### src/source/pbch_rx_pkg.sv
package pbch_rx_pkg;

    // ----------------------------------------------------------------------
    // widths
    // ----------------------------------------------------------------------
    localparam int IQ_W      = 8;
    localparam int LLR_W     = 8;
    localparam int SYM_IDX_W = 8;
    localparam int BLK_IDX_W = 4;

    // symbol type tag from the resource grid
    typedef enum logic [1:0] {
        SYM_DATA = 2'd0,
        SYM_PBCH = 2'd1,
        SYM_SSS  = 2'd2,
        SYM_DMRS = 2'd3
    } sym_type_e;

    // ----------------------------------------------------------------------
    // payload structs
    // ----------------------------------------------------------------------
    typedef struct packed {
        logic signed [IQ_W-1:0] re;
        logic signed [IQ_W-1:0] im;
        sym_type_e              kind;
        logic                   last;   // final symbol of a block
    } iq_sym_t;

    typedef struct packed {
        logic signed [LLR_W-1:0] llr_i;
        logic signed [LLR_W-1:0] llr_q;
        sym_type_e               kind;
        logic                    last;
    } llr_pair_t;

    // one FIFO word as seen by software
    typedef struct packed {
        logic signed [LLR_W-1:0] llr_i;
        logic signed [LLR_W-1:0] llr_q;
        logic [SYM_IDX_W-1:0]    sym_idx;
        logic [BLK_IDX_W-1:0]    blk_idx;
    } pbch_entry_t;

endpackage

### src/source/pbch_block_framer.sv
`timescale 1ns/100ps

module pbch_block_framer
    import pbch_rx_pkg::*;
(
    input  logic        clk_i,
    input  logic        reset_ni,

    input  llr_pair_t   llr_i,
    input  logic        llr_valid_i,

    output pbch_entry_t entry_o,
    output logic        push_o
);

    logic [SYM_IDX_W-1:0] sym_idx;
    logic [BLK_IDX_W-1:0] blk_idx;
    logic                 is_pbch;

    assign is_pbch = llr_valid_i && (llr_i.kind == SYM_PBCH);

    // ----------------------------------------------------------------------
    // symbol and block counters
    // ----------------------------------------------------------------------
    always_ff @(posedge clk_i) begin
        if (!reset_ni) begin
            sym_idx <= '0;
            blk_idx <= '0;
        end else if (is_pbch) begin
            if (llr_i.last) begin
                sym_idx <= '0;
                // wraps after 16 blocks
                blk_idx <= blk_idx + 1'b1;
            end else begin
                sym_idx <= sym_idx + 1'b1;
            end
        end
    end

    always_ff @(posedge clk_i) begin
        if (!reset_ni) begin
            push_o <= 1'b0;
        end else begin
            push_o <= is_pbch;
        end
    end

    // entry carries the index before the update
    always_ff @(posedge clk_i) begin
        if (is_pbch) begin
            entry_o.llr_i   <= llr_i.llr_i;
            entry_o.llr_q   <= llr_i.llr_q;
            entry_o.sym_idx <= sym_idx;
            entry_o.blk_idx <= blk_idx;
        end
    end

    // ----------------------------------------------------------------------
    // checks
    // ----------------------------------------------------------------------
    push_follows_valid: assert property (
        @(posedge clk_i) disable iff (!reset_ni)
        $rose(push_o) |-> $past(llr_valid_i)
    );

endmodule

### src/source/pbch_llr_fifo.sv
`timescale 1ns/100ps

module pbch_llr_fifo
    import pbch_rx_pkg::*;
#(
    parameter int FIFO_DEPTH = 16
)
(
    input  logic                          clk_i,
    input  logic                          reset_ni,

    input  pbch_entry_t                   entry_i,
    input  logic                          push_i,
    input  logic                          pop_i,

    output pbch_entry_t                   entry_o,
    output logic                          entry_valid_o,
    output logic [$clog2(FIFO_DEPTH):0]   level_o,
    output logic                          overflow_o
);

    localparam int ADDR_W = $clog2(FIFO_DEPTH);

    pbch_entry_t       mem [FIFO_DEPTH];
    logic [ADDR_W-1:0] wr_ptr;
    logic [ADDR_W-1:0] rd_ptr;
    logic [ADDR_W:0]   count;

    logic empty;
    logic full;
    logic do_pop;
    logic do_push;

    assign empty   = (count == '0);
    assign full    = (count == FIFO_DEPTH[ADDR_W:0]);
    assign do_pop  = pop_i && !empty;
    // a pop on a full FIFO frees the slot for this push
    assign do_push = push_i && (!full || do_pop);

    // ----------------------------------------------------------------------
    // storage
    // ----------------------------------------------------------------------
    always_ff @(posedge clk_i) begin
        if (do_push) begin
            mem[wr_ptr] <= entry_i;
        end
    end

    // pointers and level
    always_ff @(posedge clk_i) begin
        if (!reset_ni) begin
            wr_ptr <= '0;
            rd_ptr <= '0;
            count  <= '0;
        end else begin
            if (do_push) begin
                wr_ptr <= wr_ptr + 1'b1;
            end
            if (do_pop) begin
                rd_ptr <= rd_ptr + 1'b1;
            end
            if (do_push && !do_pop) begin
                count <= count + 1'b1;
            end else if (do_pop && !do_push) begin
                count <= count - 1'b1;
            end
        end
    end

    // sticky until reset
    always_ff @(posedge clk_i) begin
        if (!reset_ni) begin
            overflow_o <= 1'b0;
        end else if (push_i && !do_push) begin
            overflow_o <= 1'b1;
        end
    end

    // show-ahead read
    assign entry_o       = mem[rd_ptr];
    assign entry_valid_o = !empty;
    assign level_o       = count;

    level_bound: assert property (
        @(posedge clk_i) disable iff (!reset_ni)
        level_o <= FIFO_DEPTH
    );

endmodule

### src/source/pbch_llr_path.sv
`timescale 1ns/100ps

module pbch_llr_path
    import pbch_rx_pkg::*;
#(
    parameter int LLR_GAIN_SHIFT = 2,
    parameter int FIFO_DEPTH     = 16
)
(
    input  logic                          clk_i,
    input  logic                          reset_ni,

    input  iq_sym_t                       sym_i,
    input  logic                          sym_valid_i,
    input  logic                          pop_i,

    output pbch_entry_t                   entry_o,
    output logic                          entry_valid_o,
    output logic [$clog2(FIFO_DEPTH):0]   level_o,
    output logic                          overflow_o
);

    llr_pair_t   llr;
    logic        llr_valid;
    pbch_entry_t framed;
    logic        push;

    // ----------------------------------------------------------------------
    // demap, frame, store
    // ----------------------------------------------------------------------
    qpsk_demapper #(
        .LLR_GAIN_SHIFT(LLR_GAIN_SHIFT)
    ) qpsk_demapper_i (
        .clk_i       (clk_i),
        .reset_ni    (reset_ni),
        .sym_i       (sym_i),
        .sym_valid_i (sym_valid_i),
        .llr_o       (llr),
        .llr_valid_o (llr_valid)
    );

    pbch_block_framer pbch_block_framer_i (
        .clk_i       (clk_i),
        .reset_ni    (reset_ni),
        .llr_i       (llr),
        .llr_valid_i (llr_valid),
        .entry_o     (framed),
        .push_o      (push)
    );

    pbch_llr_fifo #(
        .FIFO_DEPTH(FIFO_DEPTH)
    ) pbch_llr_fifo_i (
        .clk_i         (clk_i),
        .reset_ni      (reset_ni),
        .entry_i       (framed),
        .push_i        (push),
        .pop_i         (pop_i),
        .entry_o       (entry_o),
        .entry_valid_o (entry_valid_o),
        .level_o       (level_o),
        .overflow_o    (overflow_o)
    );

endmodule

### src/source/qpsk_demapper.sv
`timescale 1ns/100ps

module qpsk_demapper
    import pbch_rx_pkg::*;
#(
    parameter int LLR_GAIN_SHIFT = 2
)
(
    input  logic      clk_i,
    input  logic      reset_ni,

    input  iq_sym_t   sym_i,
    input  logic      sym_valid_i,

    output llr_pair_t llr_o,
    output logic      llr_valid_o
);

    // headroom so the shift cannot wrap before saturation
    localparam int WIDE_W = IQ_W + LLR_GAIN_SHIFT;

    localparam logic signed [WIDE_W-1:0] LLR_MAX = (1 <<< (LLR_W - 1)) - 1;
    localparam logic signed [WIDE_W-1:0] LLR_MIN = -(1 <<< (LLR_W - 1));

    // scale one component and clip to the LLR range
    function automatic logic signed [LLR_W-1:0] scale_sat(input logic signed [IQ_W-1:0] x);
        logic signed [WIDE_W-1:0] wide;
        wide = x;
        wide = wide <<< LLR_GAIN_SHIFT;
        if (wide > LLR_MAX) begin
            return LLR_MAX[LLR_W-1:0];
        end else if (wide < LLR_MIN) begin
            return LLR_MIN[LLR_W-1:0];
        end
        return wide[LLR_W-1:0];
    endfunction

    // ----------------------------------------------------------------------
    // output register
    // ----------------------------------------------------------------------
    always_ff @(posedge clk_i) begin
        if (!reset_ni) begin
            llr_valid_o <= 1'b0;
        end else begin
            llr_valid_o <= sym_valid_i;
        end
    end

    // payload
    always_ff @(posedge clk_i) begin
        if (sym_valid_i) begin
            llr_o.llr_i <= scale_sat(sym_i.re);
            llr_o.llr_q <= scale_sat(sym_i.im);
            llr_o.kind  <= sym_i.kind;
            llr_o.last  <= sym_i.last;
        end
    end

endmodule

### config.mk
export PLATFORM = sky130hd
export DESIGN_NAME = pbch_llr_path
export DESIGN_NICKNAME = d
export VERILOG_FILES = /design/src/source/pbch_rx_pkg.sv /design/src/source/pbch_block_framer.sv /design/src/source/pbch_llr_fifo.sv /design/src/source/pbch_llr_path.sv /design/src/source/qpsk_demapper.sv
export SDC_FILE = /design/constraint.sdc
export NUM_CORES = 1
export LEC_CHECK = 0
export BUFFER_PORTS_ARGS = -buffer_cell sky130_fd_sc_hd__buf_2
export CORE_UTILIZATION = 42
export DETAILED_ROUTE_END_ITERATION = 10
export GPL_TIMING_DRIVEN = 0
export SLEW_MARGIN = 15
export SYNTH_ARGS = -nofsm -noshare
export SYNTH_HDL_FRONTEND = slang
export SYNTH_SLANG_ARGS = --single-unit
### constraint.sdc
create_clock -name clk_i -period 4.4 [get_ports clk_i]
set_input_delay 0.88 -clock clk_i [delete_from_list [all_inputs] [get_ports clk_i]]
set_output_delay 0.88 -clock clk_i [all_outputs]
set_load 0.03 [all_outputs]
==> flow_summary.toml <==
[run_status]
status = "finished, final reports clean"

[placed_design]
place.gp.congestion = 0.7284
place.port_buffers = 57
dp.cells = 1584
place_area_um2 = 20170
pre_cts_ws_ns = 0.7624
dp_hpwl_mm = 25.68

[worst_setup_path]
crit_cells = 8
r2r_setup_slack_ns = 1.59
critPathArrivalTime_ns = 3.34
reg2reg_from = "pbch_llr_fifo_i.level_o[0]"
critPathTopFamily = "buffers and inverters"
r2r_cells = 10
startpoint_type = "register"
crit_slowest_cell = "buf_1"
required_ns = 3.52
r2r-end = "pbch_llr_fifo_i.level_o[3]"
path_class = "reg2out"
cpPeakStageDelay_ns = 0.58
crit_buf_inv = 5
crit_chain = "clkbuf_1 > buf_1 > buf_2 > mux4_2 > a22oi_1 > nand2_1 > buf_4 > buf_2"
crit_fanout = 10
end_kind = "primary output"
crit_path_frequent_cell = "buf_2"

[synthesis]
ys_ff_latch = 491
synth.area.top_cells = "edfxtp_1, mux4_2, dfxtp_1, a22oi_1, nor2_1"
synth_common_cells = "edfxtp_1, mux4_2, nor2_1"
ys.flop_type = "edfxtp_1"
async_reset_ff_share_pct = 0
synthMuxAreaShare_pct = 12.72
synth-edff-count = 459
synth_fa_ha_area_share_pct = 0.8451
synth_area_per_cell_um2 = 20.32
ys_types = 45
syn_inst = 918
synth_top_area_cell = "edfxtp_1"
synth-compound-area-share_pct = 3.260
synth_warnings = 0
synth_most_common_cell = "edfxtp_1"
synthSimpleGateAreaFrac_pct = 3.816
synth_top_family_by_area = "multiplexers"
ys_seq_area_share_pct = 77.32
synth_fp_nets = 953
yosys.area_share.xor_xnor_pct = 0.6573
netlist_area_um2 = 18660
synth_top_area_share_pct = 73.88

[sta]
finalSetupTns_ns = 0
period_needed_ns = 4.216
rsz0062_at_grt = "no"
fmax_mhz = 237.2
slew_violations = 0
fin_skew_ns = 0.02084
final-setup-viol-count = 0
setup_slack_ns = 0.1843
tightest_slew_ns = 1.038
hold_ws_ns = 0.4121
hold_violations = 0
post-route-period-util_pct = 95.81
slew_headroom_pct = 30.56

[floorplan]
die_y_um = 212.8
core_um2 = 43460
start_util_pct = 42.93
rows = 76
die_x_um = 212.8
design.portCount = 58
die-area_um2 = 45260

[power]
vdd_drop_max_mv = 0.2833
p_leak_nw = 6.872
power_density_nw_per_um2 = 513.6
p_total_mw = 11.14

[global_routing]
grt_pass1_wl_mm = 59.17
grt_pass1_vias = 9191
antenna_found_initial = 0
grt_overflow = 0
grt_usage_pct = 18.29
grt_max_degree = 36

[cts]
clkSlewWorstSetupHoldPaths_ns = 0.06
clock_latency_ns = 0.59
cts_max_level = 2
postCtsHoldBufs = 0
cts_sinks = 491
ctsRootBufferMaster = "clkbuf_16"
cts_tree = "done"
cts_made_buffers = 49
cts_buffer_depth = 3
post_cts_resized = 0
post_cts_buffers = 0

[cells_and_area]
n_antenna_cell = 0
syn_to_final_growth_pct = 16.26
fin_util_pct = 49.91
n_fill_cell = 3522
final_cells = 1672
final_cell_area_um2 = 21690
drive_above_1_share_pct = 26.95
final_net_count = 1085

[run]
drv_cap = 0

[routing]
vias_per_cell = 5.413
post-route-drc-count = 0
first_pass_iters = 6
vias = 9051
drt-total-wl_mm = 40.06
ant_nets = 0
wire_per_inst_um = 23.96
drtIter0Drc = 822

[worst_hold_path]
hold_path.class = "reg2reg"
min_from = "qpsk_demapper_i.llr_o[5]"
hold_end = "pbch_block_framer_i.entry_o[14]"
worstHoldPathCells = 0
cell type report:
class / instances / area, µm² / share of cell area, %
inverter: 5 / 18.77 / 0.08653
buffer: 49 / 240.2 / 1.108
multi-input combinational: 373 / 4083 / 18.82
clock buffer: 62 / 1318 / 6.074
tap: 585 / 732.0 / 3.375
timing repair buffer: 81 / 675.6 / 3.115
sequential: 491 / 14420 / 66.50
clock inverter: 26 / 198.9 / 0.9172
state kept, by name, indices dropped and copies added, names as in the netlist, named ones only:
signal	flops
pbch_llr_fifo_i.rd_ptr	4
pbch_llr_fifo_i.wr_ptr	4
pbch_block_framer_i.entry_o	26
pbch_llr_fifo_i.overflow_o	1
pbch_llr_fifo_i.mem	416
pbch_block_framer_i.push_o	1
pbch_llr_fifo_i.level_o	5
pbch_block_framer_i.sym_idx	8
qpsk_demapper_i.llr_valid_o	1
pbch_block_framer_i.blk_idx	4
qpsk_demapper_i.llr_o	17
cell families after synthesis:
| kind of cell | after synthesis |
|---|---|
| AOI/OAI and AO/OA | 84 |
| xor gates and xnor gates | 14 |
| adders and majority gates | 12 |
| buffers and inverters | 54 |
| DFF | 491 |
| muxes | 107 |
| and+or+nand+nor | 156 |
power by group:
part | internal, mW | switching [mW] | total, mW
Sequential | 5.14 | 0.0765 | 5.22
Clock | 2.29 | 1.70 | 3.98
Combinational | 0.871 | 1.07 | 1.94
Total | 8.29 | 2.84 | 11.1
layout by cell type, fill, tap and decap left out, types with 5 or more instances in the layout:
cell       instances
mux4_2           104
edfxtp_1         459
xnor2_1           11
nor2b_1            5
nor2_4            12
clkinv_2           7
clkinv_1          13
ha_1              11
clkbuf_1          35
nand2_1           46
a21oi_1           14
clkbuf_16         51
nand3_1           13
buf_16             8
a22oi_1           52
and2_1            12
buf_2             68
nor2_1            43
dfxtp_1           32
buf_4             19
metal layers:
| layer | wire length (µm) | vias up | share of wire, % | GRT usage, % |
|---|---|---|---|---|
| li1 | - | 3994 | - | - |
| met1 | 18160 | 4756 | 45 | 26.48 |
| met2 | 19020 | 249 | 47 | 28.97 |
| met3 | 2178 | 52 | 5.4 | 3.177 |
| met4 | 698 | 0 | 1.7 | 4.416 |
| met5 | 0 | - | 0 | 0 |
worst max path at each step:
stage | start | endpoint | slack [ns]
3_3_place_gp | pop_i | pbch_llr_fifo_i.mem[0][18] | -1.53
5_1_grt | register | entry_o[21] | 0.05
4_1_cts | register | entry_o[21] | 0.12
6_report | register | entry_o[21] | 0.18
3_5_place_dp | register | entry_o[21] | 0.76
2_1_floorplan | pop_i | pbch_llr_fifo_i.mem[1][0] | 0.75
(Power assumes the default switching activity.)
